## config.mk

```make
export PLATFORM = sky130hd
export DESIGN_NAME = usb_cmd_interpreter
export DESIGN_NICKNAME = d
export VERILOG_FILES = /design/src/readout_cmd_pkg.sv /design/src/acq_ctrl.sv /design/src/chn_dac_bank.sv /design/src/cmd_fifo.sv /design/src/cmd_sequencer.sv /design/src/sc_param_regs.sv /design/src/scurve_cfg_regs.sv /design/src/usb_cmd_interpreter.sv
export SDC_FILE = /design/constraint.sdc
export NUM_CORES = 1
export LEC_CHECK = 0
export BUFFER_PORTS_ARGS = -buffer_cell sky130_fd_sc_hd__buf_2
export CAP_MARGIN = 5
export CORE_MARGIN = 2
export CORE_UTILIZATION = 25
export CTS_BUF_LIST = sky130_fd_sc_hd__clkbuf_16
export CTS_CLUSTER_SIZE = 28
export DETAILED_ROUTE_END_ITERATION = 8
export PLACE_DENSITY_LB_ADDON = 0.15
export SLEW_MARGIN = 20
export SYNTH_ARGS = -nofsm -noshare
export SYNTH_HDL_FRONTEND = slang
export SYNTH_SLANG_ARGS = --single-unit
export TNS_END_PERCENT = 100
```

## constraint.sdc

```tcl
create_clock -name clk -period 3.55 [get_ports clk]
set_input_delay 0.355 -clock clk [delete_from_list [all_inputs] [get_ports clk]]
set_output_delay 0.355 -clock clk [all_outputs]
set_load 0.02 [all_outputs]
```

## src/readout_cmd_pkg.sv

```systemverilog
package readout_cmd_pkg;

  ////////////////////////////////////////
  // Widths and basic types
  ////////////////////////////////////////
  localparam int NUM_CHN = 64;

  typedef logic [15:0]            cmd_word_t;
  typedef logic [9:0]             cmd_payload_t;
  typedef logic [9:0]             dac_vth_t;
  typedef logic [5:0]             chn_idx_t;
  typedef logic [NUM_CHN-1:0]     chn_mask_t;
  // Channel 0 sits in the low nibble
  typedef logic [NUM_CHN*4-1:0]   chn_dac_t;
  typedef logic [15:0]            cpt_max_t;

  localparam cpt_max_t CPT_MAX_DEFAULT = 16'd10000;

  ////////////////////////////////////////
  // Host command codes
  ////////////////////////////////////////
  localparam cmd_word_t CMD_ACQ_START   = 16'hF0F0;
  localparam cmd_word_t CMD_ACQ_STOP    = 16'hF0F1;
  localparam cmd_word_t CMD_CLEAR_FIFO  = 16'hF0FA;
  localparam cmd_word_t CMD_SC_SEL      = 16'hA0A0;
  localparam cmd_word_t CMD_READ_SEL    = 16'hA0A1;
  localparam cmd_word_t CMD_RST_CNTB    = 16'hA7A1;
  localparam cmd_word_t CMD_TRIG_OFF    = 16'hA9A0;
  localparam cmd_word_t CMD_TRIG_ON     = 16'hA9A1;
  localparam cmd_word_t CMD_PARAM_LOAD  = 16'hD0A2;
  localparam cmd_word_t CMD_ACQ_MODE    = 16'hE0A0;
  localparam cmd_word_t CMD_SCTEST_MODE = 16'hE0A1;
  localparam cmd_word_t CMD_SINGLE_CHN  = 16'hE0B0;
  localparam cmd_word_t CMD_ALL_CHN     = 16'hE0B1;
  localparam cmd_word_t CMD_CTEST_IN    = 16'hE0C0;
  localparam cmd_word_t CMD_PIN_IN      = 16'hE0C1;

  // Prefix codes, payload in the low bits
  localparam logic [11:0] CMD_ASIC_NUM_PFX = 12'hA0B;
  localparam logic [7:0]  CMD_CTEST_PFX    = 8'hA1;
  localparam logic [7:0]  CMD_READ_REG_PFX = 8'hA2;
  localparam logic [7:0]  CMD_HEADER_PFX   = 8'hAB;
  localparam logic [7:0]  CMD_GAIN_SW_PFX  = 8'hB3;
  localparam logic [5:0]  CMD_DAC0_PFX     = 6'h30;
  localparam logic [5:0]  CMD_DAC1_PFX     = 6'h31;
  localparam logic [5:0]  CMD_DAC2_PFX     = 6'h32;
  // CC00..CFFF, channel in bits 9..4
  localparam logic [5:0]  CMD_CHN_DAC_PFX  = 6'h33;
  localparam logic [7:0]  CMD_TEST_CHN_PFX = 8'hE1;
  localparam logic [7:0]  CMD_CPT_MAX_PFX  = 8'hE2;

  ////////////////////////////////////////
  // Decoded operations and outputs
  ////////////////////////////////////////
  typedef enum logic [4:0] {
    OP_NONE, OP_ACQ_START, OP_ACQ_STOP,
    OP_CLEAR_FIFO, OP_PARAM_LOAD, OP_RST_CNTB,
    OP_SC_SEL, OP_READ_SEL, OP_ASIC_NUM,
    OP_DAC0, OP_DAC1, OP_DAC2,
    OP_CTEST, OP_READ_REG, OP_TRIG_OFF, OP_TRIG_ON,
    OP_HEADER, OP_GAIN_SW, OP_CHN_DAC,
    OP_ACQ_MODE, OP_SCTEST_MODE, OP_SINGLE_CHN, OP_ALL_CHN,
    OP_CTEST_IN, OP_PIN_IN, OP_TEST_CHN, OP_CPT_MAX
  } cmd_op_t;

  typedef struct packed {
    cmd_op_t      op;
    cmd_payload_t payload;
  } cmd_op_s;

  typedef struct packed {
    logic acq_start;
    logic clear_data_fifo;
    logic param_load;
    logic rst_cntb;
  } acq_ctrl_s;

  typedef struct packed {
    logic       sc_or_read;
    logic [2:0] asic_num;
    dac_vth_t   dac0_vth;
    dac_vth_t   dac1_vth;
    dac_vth_t   dac2_vth;
    chn_mask_t  ctest;
    chn_mask_t  read_reg;
    logic       trig_en;
    logic [7:0] header;
    logic [1:0] sw_hg;
    logic [1:0] sw_lg;
  } sc_param_s;

  typedef struct packed {
    logic     acq_or_sctest;
    logic     single_or_64chn;
    logic     ctest_or_input;
    chn_idx_t test_chn;
    cpt_max_t cpt_max;
  } scurve_cfg_s;

endpackage

```

## src/acq_ctrl.sv

```systemverilog
`timescale 1ns/10ps

module acq_ctrl (
  input  logic                       clk,
  input  logic                       reset_n,
  input  readout_cmd_pkg::cmd_op_s   op,
  output readout_cmd_pkg::acq_ctrl_s ctrl
);

  logic [2:0] pulses;

  assign pulses = {ctrl.clear_data_fifo, ctrl.param_load, ctrl.rst_cntb};

  always_ff @(posedge clk or negedge reset_n) begin
    if (!reset_n) begin
      ctrl <= '0;
    end else begin
      // Single-cycle strobes
      ctrl.clear_data_fifo <= (op.op == readout_cmd_pkg::OP_CLEAR_FIFO);
      ctrl.param_load      <= (op.op == readout_cmd_pkg::OP_PARAM_LOAD);
      ctrl.rst_cntb        <= (op.op == readout_cmd_pkg::OP_RST_CNTB);

      // Acquisition level, held until stopped
      if (op.op == readout_cmd_pkg::OP_ACQ_START) begin
        ctrl.acq_start <= 1'b1;
      end else if (op.op == readout_cmd_pkg::OP_ACQ_STOP) begin
        ctrl.acq_start <= 1'b0;
      end
    end
  end

  // No strobe is ever stretched to a second cycle
  a_pulse_width: assert property (@(posedge clk) disable iff (!reset_n)
    (pulses != '0) |=> ((pulses & $past(pulses)) == '0));

endmodule

```

## src/chn_dac_bank.sv

```systemverilog
`timescale 1ns/10ps

module chn_dac_bank (
  input  logic                      clk,
  input  logic                      reset_n,
  input  readout_cmd_pkg::cmd_op_s  op,
  output readout_cmd_pkg::chn_dac_t bank
);

  readout_cmd_pkg::chn_idx_t chn;
  logic [3:0]                code;
  logic                      wr;

  // Channel from payload bits 9..4, DAC code from 3..0
  assign chn  = op.payload[9:4];
  assign code = op.payload[3:0];
  assign wr   = (op.op == readout_cmd_pkg::OP_CHN_DAC);

  always_ff @(posedge clk or negedge reset_n) begin
    if (!reset_n) begin
      bank <= '0;
    end else if (wr) begin
      bank[{chn, 2'b00} +: 4] <= code;
    end
  end

endmodule

```

## src/cmd_fifo.sv

```systemverilog
`timescale 1ns/10ps

module cmd_fifo #(
  parameter int DEPTH = 16
) (
  input  logic                       clk,
  input  logic                       reset_n,
  input  logic                       wr_valid,
  input  readout_cmd_pkg::cmd_word_t wr_data,
  output logic                       wr_ready,
  input  logic                       rd_en,
  output readout_cmd_pkg::cmd_word_t rd_data,
  output logic                       empty
);

  localparam int AW = $clog2(DEPTH);

  readout_cmd_pkg::cmd_word_t mem [DEPTH];
  logic [AW-1:0] wr_ptr;
  logic [AW-1:0] rd_ptr;
  logic [AW:0]   count;
  logic          do_write;

  assign wr_ready = (count != (AW+1)'(DEPTH));
  assign empty    = (count == '0);
  assign do_write = wr_valid && wr_ready;

  // Head word is visible without a read latency
  assign rd_data = mem[rd_ptr];

  always_ff @(posedge clk) begin
    if (do_write) begin
      mem[wr_ptr] <= wr_data;
    end
  end

  // Pointers wrap on their own, depth is a power of two
  always_ff @(posedge clk or negedge reset_n) begin
    if (!reset_n) begin
      wr_ptr <= '0;
      rd_ptr <= '0;
      count  <= '0;
    end else begin
      if (do_write) begin
        wr_ptr <= wr_ptr + 1'b1;
      end
      if (rd_en) begin
        rd_ptr <= rd_ptr + 1'b1;
      end
      case ({do_write, rd_en})
        2'b10:   count <= count + 1'b1;
        2'b01:   count <= count - 1'b1;
        default: count <= count;
      endcase
    end
  end

  // Reader must never pop an empty queue
  a_no_underflow: assert property (@(posedge clk) disable iff (!reset_n)
    rd_en |-> !empty);

endmodule

```

## src/cmd_sequencer.sv

```systemverilog
`timescale 1ns/10ps

module cmd_sequencer (
  input  logic                       clk,
  input  logic                       reset_n,
  input  logic                       fifo_empty,
  input  readout_cmd_pkg::cmd_word_t fifo_word,
  output logic                       fifo_rd_en,
  output readout_cmd_pkg::cmd_op_s   op
);

  typedef enum logic {IDLE, POP} state_t;

  state_t state;

  ////////////////////////////////////////
  // Command word decode
  ////////////////////////////////////////
  function automatic readout_cmd_pkg::cmd_op_t decode_word(
    input readout_cmd_pkg::cmd_word_t w
  );
    readout_cmd_pkg::cmd_op_t d;
    d = readout_cmd_pkg::OP_NONE;
    case (w)
      readout_cmd_pkg::CMD_ACQ_START:   d = readout_cmd_pkg::OP_ACQ_START;
      readout_cmd_pkg::CMD_ACQ_STOP:    d = readout_cmd_pkg::OP_ACQ_STOP;
      readout_cmd_pkg::CMD_CLEAR_FIFO:  d = readout_cmd_pkg::OP_CLEAR_FIFO;
      readout_cmd_pkg::CMD_PARAM_LOAD:  d = readout_cmd_pkg::OP_PARAM_LOAD;
      readout_cmd_pkg::CMD_RST_CNTB:    d = readout_cmd_pkg::OP_RST_CNTB;
      readout_cmd_pkg::CMD_SC_SEL:      d = readout_cmd_pkg::OP_SC_SEL;
      readout_cmd_pkg::CMD_READ_SEL:    d = readout_cmd_pkg::OP_READ_SEL;
      readout_cmd_pkg::CMD_TRIG_OFF:    d = readout_cmd_pkg::OP_TRIG_OFF;
      readout_cmd_pkg::CMD_TRIG_ON:     d = readout_cmd_pkg::OP_TRIG_ON;
      readout_cmd_pkg::CMD_ACQ_MODE:    d = readout_cmd_pkg::OP_ACQ_MODE;
      readout_cmd_pkg::CMD_SCTEST_MODE: d = readout_cmd_pkg::OP_SCTEST_MODE;
      readout_cmd_pkg::CMD_SINGLE_CHN:  d = readout_cmd_pkg::OP_SINGLE_CHN;
      readout_cmd_pkg::CMD_ALL_CHN:     d = readout_cmd_pkg::OP_ALL_CHN;
      readout_cmd_pkg::CMD_CTEST_IN:    d = readout_cmd_pkg::OP_CTEST_IN;
      readout_cmd_pkg::CMD_PIN_IN:      d = readout_cmd_pkg::OP_PIN_IN;
      default: begin
        // Prefix commands, none overlaps an exact code above
        if (w[15:4] == readout_cmd_pkg::CMD_ASIC_NUM_PFX)
          d = readout_cmd_pkg::OP_ASIC_NUM;
        else if (w[15:8] == readout_cmd_pkg::CMD_CTEST_PFX)
          d = readout_cmd_pkg::OP_CTEST;
        else if (w[15:8] == readout_cmd_pkg::CMD_READ_REG_PFX)
          d = readout_cmd_pkg::OP_READ_REG;
        else if (w[15:8] == readout_cmd_pkg::CMD_HEADER_PFX)
          d = readout_cmd_pkg::OP_HEADER;
        else if (w[15:8] == readout_cmd_pkg::CMD_GAIN_SW_PFX)
          d = readout_cmd_pkg::OP_GAIN_SW;
        else if (w[15:10] == readout_cmd_pkg::CMD_DAC0_PFX)
          d = readout_cmd_pkg::OP_DAC0;
        else if (w[15:10] == readout_cmd_pkg::CMD_DAC1_PFX)
          d = readout_cmd_pkg::OP_DAC1;
        else if (w[15:10] == readout_cmd_pkg::CMD_DAC2_PFX)
          d = readout_cmd_pkg::OP_DAC2;
        else if (w[15:10] == readout_cmd_pkg::CMD_CHN_DAC_PFX)
          d = readout_cmd_pkg::OP_CHN_DAC;
        else if (w[15:8] == readout_cmd_pkg::CMD_TEST_CHN_PFX)
          d = readout_cmd_pkg::OP_TEST_CHN;
        else if (w[15:8] == readout_cmd_pkg::CMD_CPT_MAX_PFX)
          d = readout_cmd_pkg::OP_CPT_MAX;
      end
    endcase
    return d;
  endfunction

  // Pop only from IDLE, so words leave at most every second cycle
  assign fifo_rd_en = (state == IDLE) && !fifo_empty;

  always_ff @(posedge clk or negedge reset_n) begin
    if (!reset_n) begin
      state <= IDLE;
      op    <= '{op: readout_cmd_pkg::OP_NONE, payload: '0};
    end else begin
      op.op <= readout_cmd_pkg::OP_NONE;
      case (state)
        IDLE: begin
          if (fifo_rd_en) begin
            op.op      <= decode_word(fifo_word);
            op.payload <= fifo_word[9:0];
            state      <= POP;
          end
        end
        POP:     state <= IDLE;
        default: state <= IDLE;
      endcase
    end
  end

  a_op_spacing: assert property (@(posedge clk) disable iff (!reset_n)
    (op.op != readout_cmd_pkg::OP_NONE) |=> (op.op == readout_cmd_pkg::OP_NONE));

endmodule

```

## src/sc_param_regs.sv

```systemverilog
`timescale 1ns/10ps

module sc_param_regs (
  input  logic                       clk,
  input  logic                       reset_n,
  input  readout_cmd_pkg::cmd_op_s   op,
  output readout_cmd_pkg::sc_param_s param
);

  localparam readout_cmd_pkg::sc_param_s PARAM_RESET = '{
    sc_or_read: 1'b0,
    asic_num:   3'd1,
    dac0_vth:   10'd1,
    dac1_vth:   10'd1,
    dac2_vth:   10'd1,
    ctest:      '0,
    read_reg:   '0,
    trig_en:    1'b0,
    header:     8'h55,
    sw_hg:      2'b01,
    sw_lg:      2'b01
  };

  // Code k in 1..64 selects channel k-1, 0xFF is all or none
  function automatic readout_cmd_pkg::chn_mask_t one_hot_mask(
    input logic [7:0] code,
    input logic       all_on_ff
  );
    readout_cmd_pkg::chn_mask_t m;
    m = '0;
    if (code >= 8'd1 && code <= 8'd64) begin
      m[6'(code - 8'd1)] = 1'b1;
    end else if (code == 8'hFF && all_on_ff) begin
      m = '1;
    end
    return m;
  endfunction

  ////////////////////////////////////////
  // Parameter updates
  ////////////////////////////////////////
  always_ff @(posedge clk or negedge reset_n) begin
    if (!reset_n) begin
      param <= PARAM_RESET;
    end else begin
      case (op.op)
        readout_cmd_pkg::OP_SC_SEL:   param.sc_or_read <= 1'b0;
        readout_cmd_pkg::OP_READ_SEL: param.sc_or_read <= 1'b1;
        readout_cmd_pkg::OP_ASIC_NUM: param.asic_num <= op.payload[2:0];
        // ASIC shifts thresholds LSB first
        readout_cmd_pkg::OP_DAC0:     param.dac0_vth <= {<<{op.payload}};
        readout_cmd_pkg::OP_DAC1:     param.dac1_vth <= {<<{op.payload}};
        readout_cmd_pkg::OP_DAC2:     param.dac2_vth <= {<<{op.payload}};
        readout_cmd_pkg::OP_CTEST: begin
          param.ctest <= one_hot_mask(op.payload[7:0], 1'b1);
        end
        readout_cmd_pkg::OP_READ_REG: begin
          param.read_reg <= one_hot_mask(op.payload[7:0], 1'b0);
        end
        readout_cmd_pkg::OP_TRIG_OFF: param.trig_en <= 1'b0;
        readout_cmd_pkg::OP_TRIG_ON:  param.trig_en <= 1'b1;
        readout_cmd_pkg::OP_HEADER:   param.header <= {<<{op.payload[7:0]}};
        readout_cmd_pkg::OP_GAIN_SW: begin
          // Bit 0 of each switch goes out first
          param.sw_hg <= {op.payload[4], op.payload[5]};
          param.sw_lg <= {op.payload[0], op.payload[1]};
        end
        default: begin
        end
      endcase
    end
  end

endmodule

```

## src/scurve_cfg_regs.sv

```systemverilog
`timescale 1ns/10ps

module scurve_cfg_regs (
  input  logic                         clk,
  input  logic                         reset_n,
  input  readout_cmd_pkg::cmd_op_s     op,
  output readout_cmd_pkg::scurve_cfg_s cfg
);

  // Max-count table, unknown codes fall back to the default
  function automatic readout_cmd_pkg::cpt_max_t cpt_lookup(input logic [7:0] sel);
    readout_cmd_pkg::cpt_max_t v;
    case (sel)
      8'd0:    v = 16'd200;
      8'd1:    v = 16'd1000;
      8'd2:    v = 16'd2000;
      8'd3:    v = 16'd5000;
      8'd4:    v = 16'd10000;
      8'd5:    v = 16'd20000;
      8'd6:    v = 16'd40000;
      8'd7:    v = 16'd50000;
      default: v = readout_cmd_pkg::CPT_MAX_DEFAULT;
    endcase
    return v;
  endfunction

  always_ff @(posedge clk or negedge reset_n) begin
    if (!reset_n) begin
      cfg.acq_or_sctest   <= 1'b1;
      cfg.single_or_64chn <= 1'b1;
      cfg.ctest_or_input  <= 1'b1;
      cfg.test_chn        <= '0;
      cfg.cpt_max         <= readout_cmd_pkg::CPT_MAX_DEFAULT;
    end else begin
      case (op.op)
        readout_cmd_pkg::OP_ACQ_MODE:    cfg.acq_or_sctest <= 1'b1;
        readout_cmd_pkg::OP_SCTEST_MODE: cfg.acq_or_sctest <= 1'b0;
        readout_cmd_pkg::OP_SINGLE_CHN:  cfg.single_or_64chn <= 1'b1;
        readout_cmd_pkg::OP_ALL_CHN:     cfg.single_or_64chn <= 1'b0;
        readout_cmd_pkg::OP_CTEST_IN:    cfg.ctest_or_input <= 1'b1;
        readout_cmd_pkg::OP_PIN_IN:      cfg.ctest_or_input <= 1'b0;
        readout_cmd_pkg::OP_TEST_CHN:    cfg.test_chn <= op.payload[5:0];
        readout_cmd_pkg::OP_CPT_MAX:     cfg.cpt_max <= cpt_lookup(op.payload[7:0]);
        default: begin
        end
      endcase
    end
  end

endmodule

```

## src/usb_cmd_interpreter.sv

```systemverilog
`timescale 1ns/10ps

module usb_cmd_interpreter #(
  parameter int FIFO_DEPTH = 16
) (
  input  logic                         clk,
  input  logic                         reset_n,
  input  logic                         cmd_valid,
  input  readout_cmd_pkg::cmd_word_t   cmd_word,
  output logic                         cmd_ready,
  output readout_cmd_pkg::acq_ctrl_s   acq_ctrl,
  output readout_cmd_pkg::sc_param_s   sc_param,
  output readout_cmd_pkg::chn_dac_t    chn_dac,
  output readout_cmd_pkg::scurve_cfg_s scurve_cfg
);

  logic                       fifo_empty;
  logic                       fifo_rd_en;
  readout_cmd_pkg::cmd_word_t fifo_word;
  readout_cmd_pkg::cmd_op_s   op;

  ////////////////////////////////////////
  // Command path
  ////////////////////////////////////////
  cmd_fifo #(
    .DEPTH (FIFO_DEPTH)
  ) u_cmd_fifo (
    .clk      (clk),
    .reset_n  (reset_n),
    .wr_valid (cmd_valid),
    .wr_data  (cmd_word),
    .wr_ready (cmd_ready),
    .rd_en    (fifo_rd_en),
    .rd_data  (fifo_word),
    .empty    (fifo_empty)
  );

  cmd_sequencer u_cmd_sequencer (
    .clk        (clk),
    .reset_n    (reset_n),
    .fifo_empty (fifo_empty),
    .fifo_word  (fifo_word),
    .fifo_rd_en (fifo_rd_en),
    .op         (op)
  );

  ////////////////////////////////////////
  // Register blocks on the op broadcast
  ////////////////////////////////////////
  acq_ctrl u_acq_ctrl (
    .clk     (clk),
    .reset_n (reset_n),
    .op      (op),
    .ctrl    (acq_ctrl)
  );

  sc_param_regs u_sc_param_regs (
    .clk     (clk),
    .reset_n (reset_n),
    .op      (op),
    .param   (sc_param)
  );

  chn_dac_bank u_chn_dac_bank (
    .clk     (clk),
    .reset_n (reset_n),
    .op      (op),
    .bank    (chn_dac)
  );

  scurve_cfg_regs u_scurve_cfg_regs (
    .clk     (clk),
    .reset_n (reset_n),
    .op      (op),
    .cfg     (scurve_cfg)
  );

endmodule

```

==> key figures <==
Clock network
  – H-tree depth: 3
  – Clk sinks: about 740
  – Worst-case clock buffer depth: 3
  – CTS root buf: clkbuf_16
  – Total CTS buffers: between 80 and 90
  – CTS clk-pin slew, worst paths: 0.06 ns
  – CTS tree: yes
  – Clock latency on the worst-skew pair: between 0.6 and 0.7 ns

Detailed routing
  – Via density: 4.661
  – WL per Instance: roughly 24 um
  – Drt total wl: around 110000 um
  – ANT nets after route: 0
  – Number of remaining DRC errors: 0
  – Initial drt markers: between 1000 and 1500
  – Drt first pass iters: 5
  – Vias: ~21000

GRT
  – GR Overflow Total: 0
  – Vias in the first global route: 21200
  – Grt met3 use: 3.365%
  – Initial antenna violation count: 10
  – M2 GR Usage: 27.70%
  – Global router's overall resource usage: approximately 17%
  – Top Usage Layer GRT: met2
  – Largest net degree at the start of global routing: about 130
  – Met1 GRT Util: a little over a fifth
  – First-pass GRT wire length: 152400 um

Place
  – GPL Wtd Cong: around 0.84
  – Dpl cell area: about 35000 um^2
  – Worst slack, placed: about 0.1 ns
  – Post-DP HPWL: ~74000 um
  – Port Buffers: 476

Die
  – Die area: roughly 120000 um^2
  – Core Region: between 100000 and 150000 um^2
  – Row Count: around 130
  – Starting density of the core: 25.27%
  – Die width: roughly 350 um
  – Top-Level Pins: 480
  – Die Y: roughly 350 um

Timing
  – Post-Route Skew: 0.04353 ns
  – Fin crit share: between 90% and 100%
  – Final hold viol count: 0
  – Tightest Pin Transition: 0.8958 ns
  – Worst rel slew slack: between 40% and 50%
  – Hold slack: between 0.05 and 0.06 ns
  – Fmax: approximately 0.3 GHz
  – Final setup viols: 0
  – Max Slew Vio Count: 0
  – Total Neg Setup Slack: 0 ns
  – Final min period: 3.326 ns
  – Unrepaired setup endpoints after global routing: false
  – Fin worst setup slack: 0.2244 ns

Logic synthesis
  – Multiplexer share of the synthesized area: 10.55%
  – Largest family of logic cells by synthesized area: multiplexers
  – Register area share after synthesis: approximately 66%
  – Post-synthesis compound-gate area fraction: 9.183%
  – Yosys warns: 0
  – Number of synthesized flops with an enable pin: around 260
  – Synthesized flop and latch total: 742
  – Area contributors post-synth: dfrtp_1, edfxtp_1, mux2_2
  – Syn_area_per_cell: approximately 13 um^2
  – Distinct cells, synth: 73
  – Post-Synth Simple-Gate Area: a little over 10%
  – Fraction of registers with async set/reset: approximately two thirds
  – Top FF cell, synth: dfrtp_1
  – Yosys top cell by area: dfrtp_1
  – Share of the synthesized area in the top cell type: 39.14%
  – Post-synthesis cell area: between 20000 and 30000 um^2
  – Synth Area in XOR/XNOR: less than 1%
  – Adder-Cell Fraction of Synth Area: less than 1%
  – Post-Syn Instances: between 2000 and 2500

Power
  – Leak pwr: approximately 0.017 uW
  – VDD IR max: a little over 0.4 mV
  – PD cells: ~750 nW/um^2

Finish
  – Share of cells above drive strength 1: between 30% and 40%
  – Utilization after layout: 31.69%
  – Post-route cell area: ~38000 um^2
  – Most common cell after layout, fill and taps aside: buf_2
  – Commonest cells after routing, fill and taps aside: buf_2, dfrtp_1, nand2_1
  – Area grow syn2layout: 25.41%
  – Nets: about 2800

Setup path
  – WP data required: just over 4 ns
  – Crit end category: flop
  – Reg2Reg Depth: 8
  – R2r setup slk: roughly 0.22 ns
  – Worst-path fanout max: 13
  – CP Class: flop to flop
  – CP startpoint kind: flop
  – Critical Path AT: between 3 and 4 ns

Status
  – Outcome: finished clean

Min path
  – Hold path cells: 1
  – Hold WC Path Type: input pin to flop

Flow run
  – # Max-Cap Violations: 0
[synth_stat cells (4+ instances only)]
cell,count
dfrtp_1,468
nand2_1,367
edfxtp_1,256
o21ai_0,168
nor2_1,164
mux2_2,150
clkbuf_1,111
o31ai_1,91
o22a_1,66
mux4_2,54
nand3_1,47
nor3_1,37
a21oi_1,25
inv_1,25
dfstp_2,18
ha_1,17
a22o_1,13
a22oi_1,12
and3_1,12
xnor2_1,12
buf_2,11
nor2b_1,11
nand4_1,9
mux4_1,8
or3_1,8
nand2b_1,7
xor2_1,7
and2_1,6
a31oi_1,5
buf_4,5
nor4_1,5
a22oi_2,4
buf_6,4
mux2i_1,4
nor2_2,4
nor3b_1,4
o21ai_1,4
[state kept, by name, summed over array words and instances, names as in the netlist]
signal	flops
u_sc_param_regs.param	175
u_cmd_sequencer.op	15
u_cmd_fifo.rd_ptr	4
u_scurve_cfg_regs.cfg	22
u_acq_ctrl.ctrl	4
u_cmd_fifo.mem	256
u_cmd_fifo.wr_ptr	4
u_cmd_sequencer.state	1
u_cmd_fifo.count	5
u_chn_dac_bank.bank	256
[metal layers]
layer / up-vias / wire [um]
li1: 9344 / -
met1: 10680 / 45450
met2: 668 / 50070
met3: 186 / 5684
met4: 2 / 4210
met5: - / 12
[final cells by class]
type / count / area [um^2]
Antenna cell: 2 / 5.005
Clock buffer: 89 / 2227
Clock inverter: 72 / 595.6
Fill cell: 11820 / 80870
Inverter: 26 / 97.59
Multi-Input combinational cell: 1372 / 9447
Sequential cell: 742 / 19880
Tap cell: 1600 / 2002
Timing Repair Buffer: 577 / 3273
[cells by family after synthesis]
family	Yosys count
AOI/OAI and AO/OA	413
xor gates and xnor gates	19
adders and majority gates	18
buffers and inverters	162
DFF	742
muxes	216
other	1
and+or+nand+nor	703
[metrics by stage]
step                      cells  power (uW)
after floorplan            2276       15620
after global placement     4315       19520
after detailed placement   4315       19610
after CTS                  4477       28500
after global routing       4478       29560
final                      4480       28120
[final timing paths]
check	start	end
max reg2reg	u_cmd_fifo.rd_ptr[0]	u_cmd_sequencer.op[14]
max in group asynchronous	reset_n	u_cmd_fifo.rd_ptr[0]
min in group asynchronous	reset_n	u_sc_param_regs.param[41]
max	u_cmd_fifo.rd_ptr[0]	u_cmd_sequencer.op[14]
min reg2reg	u_sc_param_regs.param[58]	u_sc_param_regs.param[58]
min	cmd_word[5]	u_cmd_fifo.mem[8][5]
[what timing repair did]
| item | 4_1_cts | 5_1_grt |
|---|---|---|
| buffers inserted | 0 | 1 |
| gates resized for setup | 0 | 1 |
| endpoints found under the setup margin | 0 | 4 |
| endpoints found under the hold margin | 62 | 0 |
| hold buffers | 1 | 0 |
[report_power, final]
part           switching (uW)  internal, uW
sequential                555          9630
combinational            6330          2860
clock                    3770          4960
[critical path, cell delays in order, from the launching register on]
cell	delay, ns
dfrtp_4	0.63
mux4_1	0.63
a22o_1	0.20
nor2_1	0.60
and2_1	0.28
a22oi_1	0.09
nor3_1	0.25
nand2_1	0.09
a31oi_1	0.41
Power figures use the tool's default switching activity.
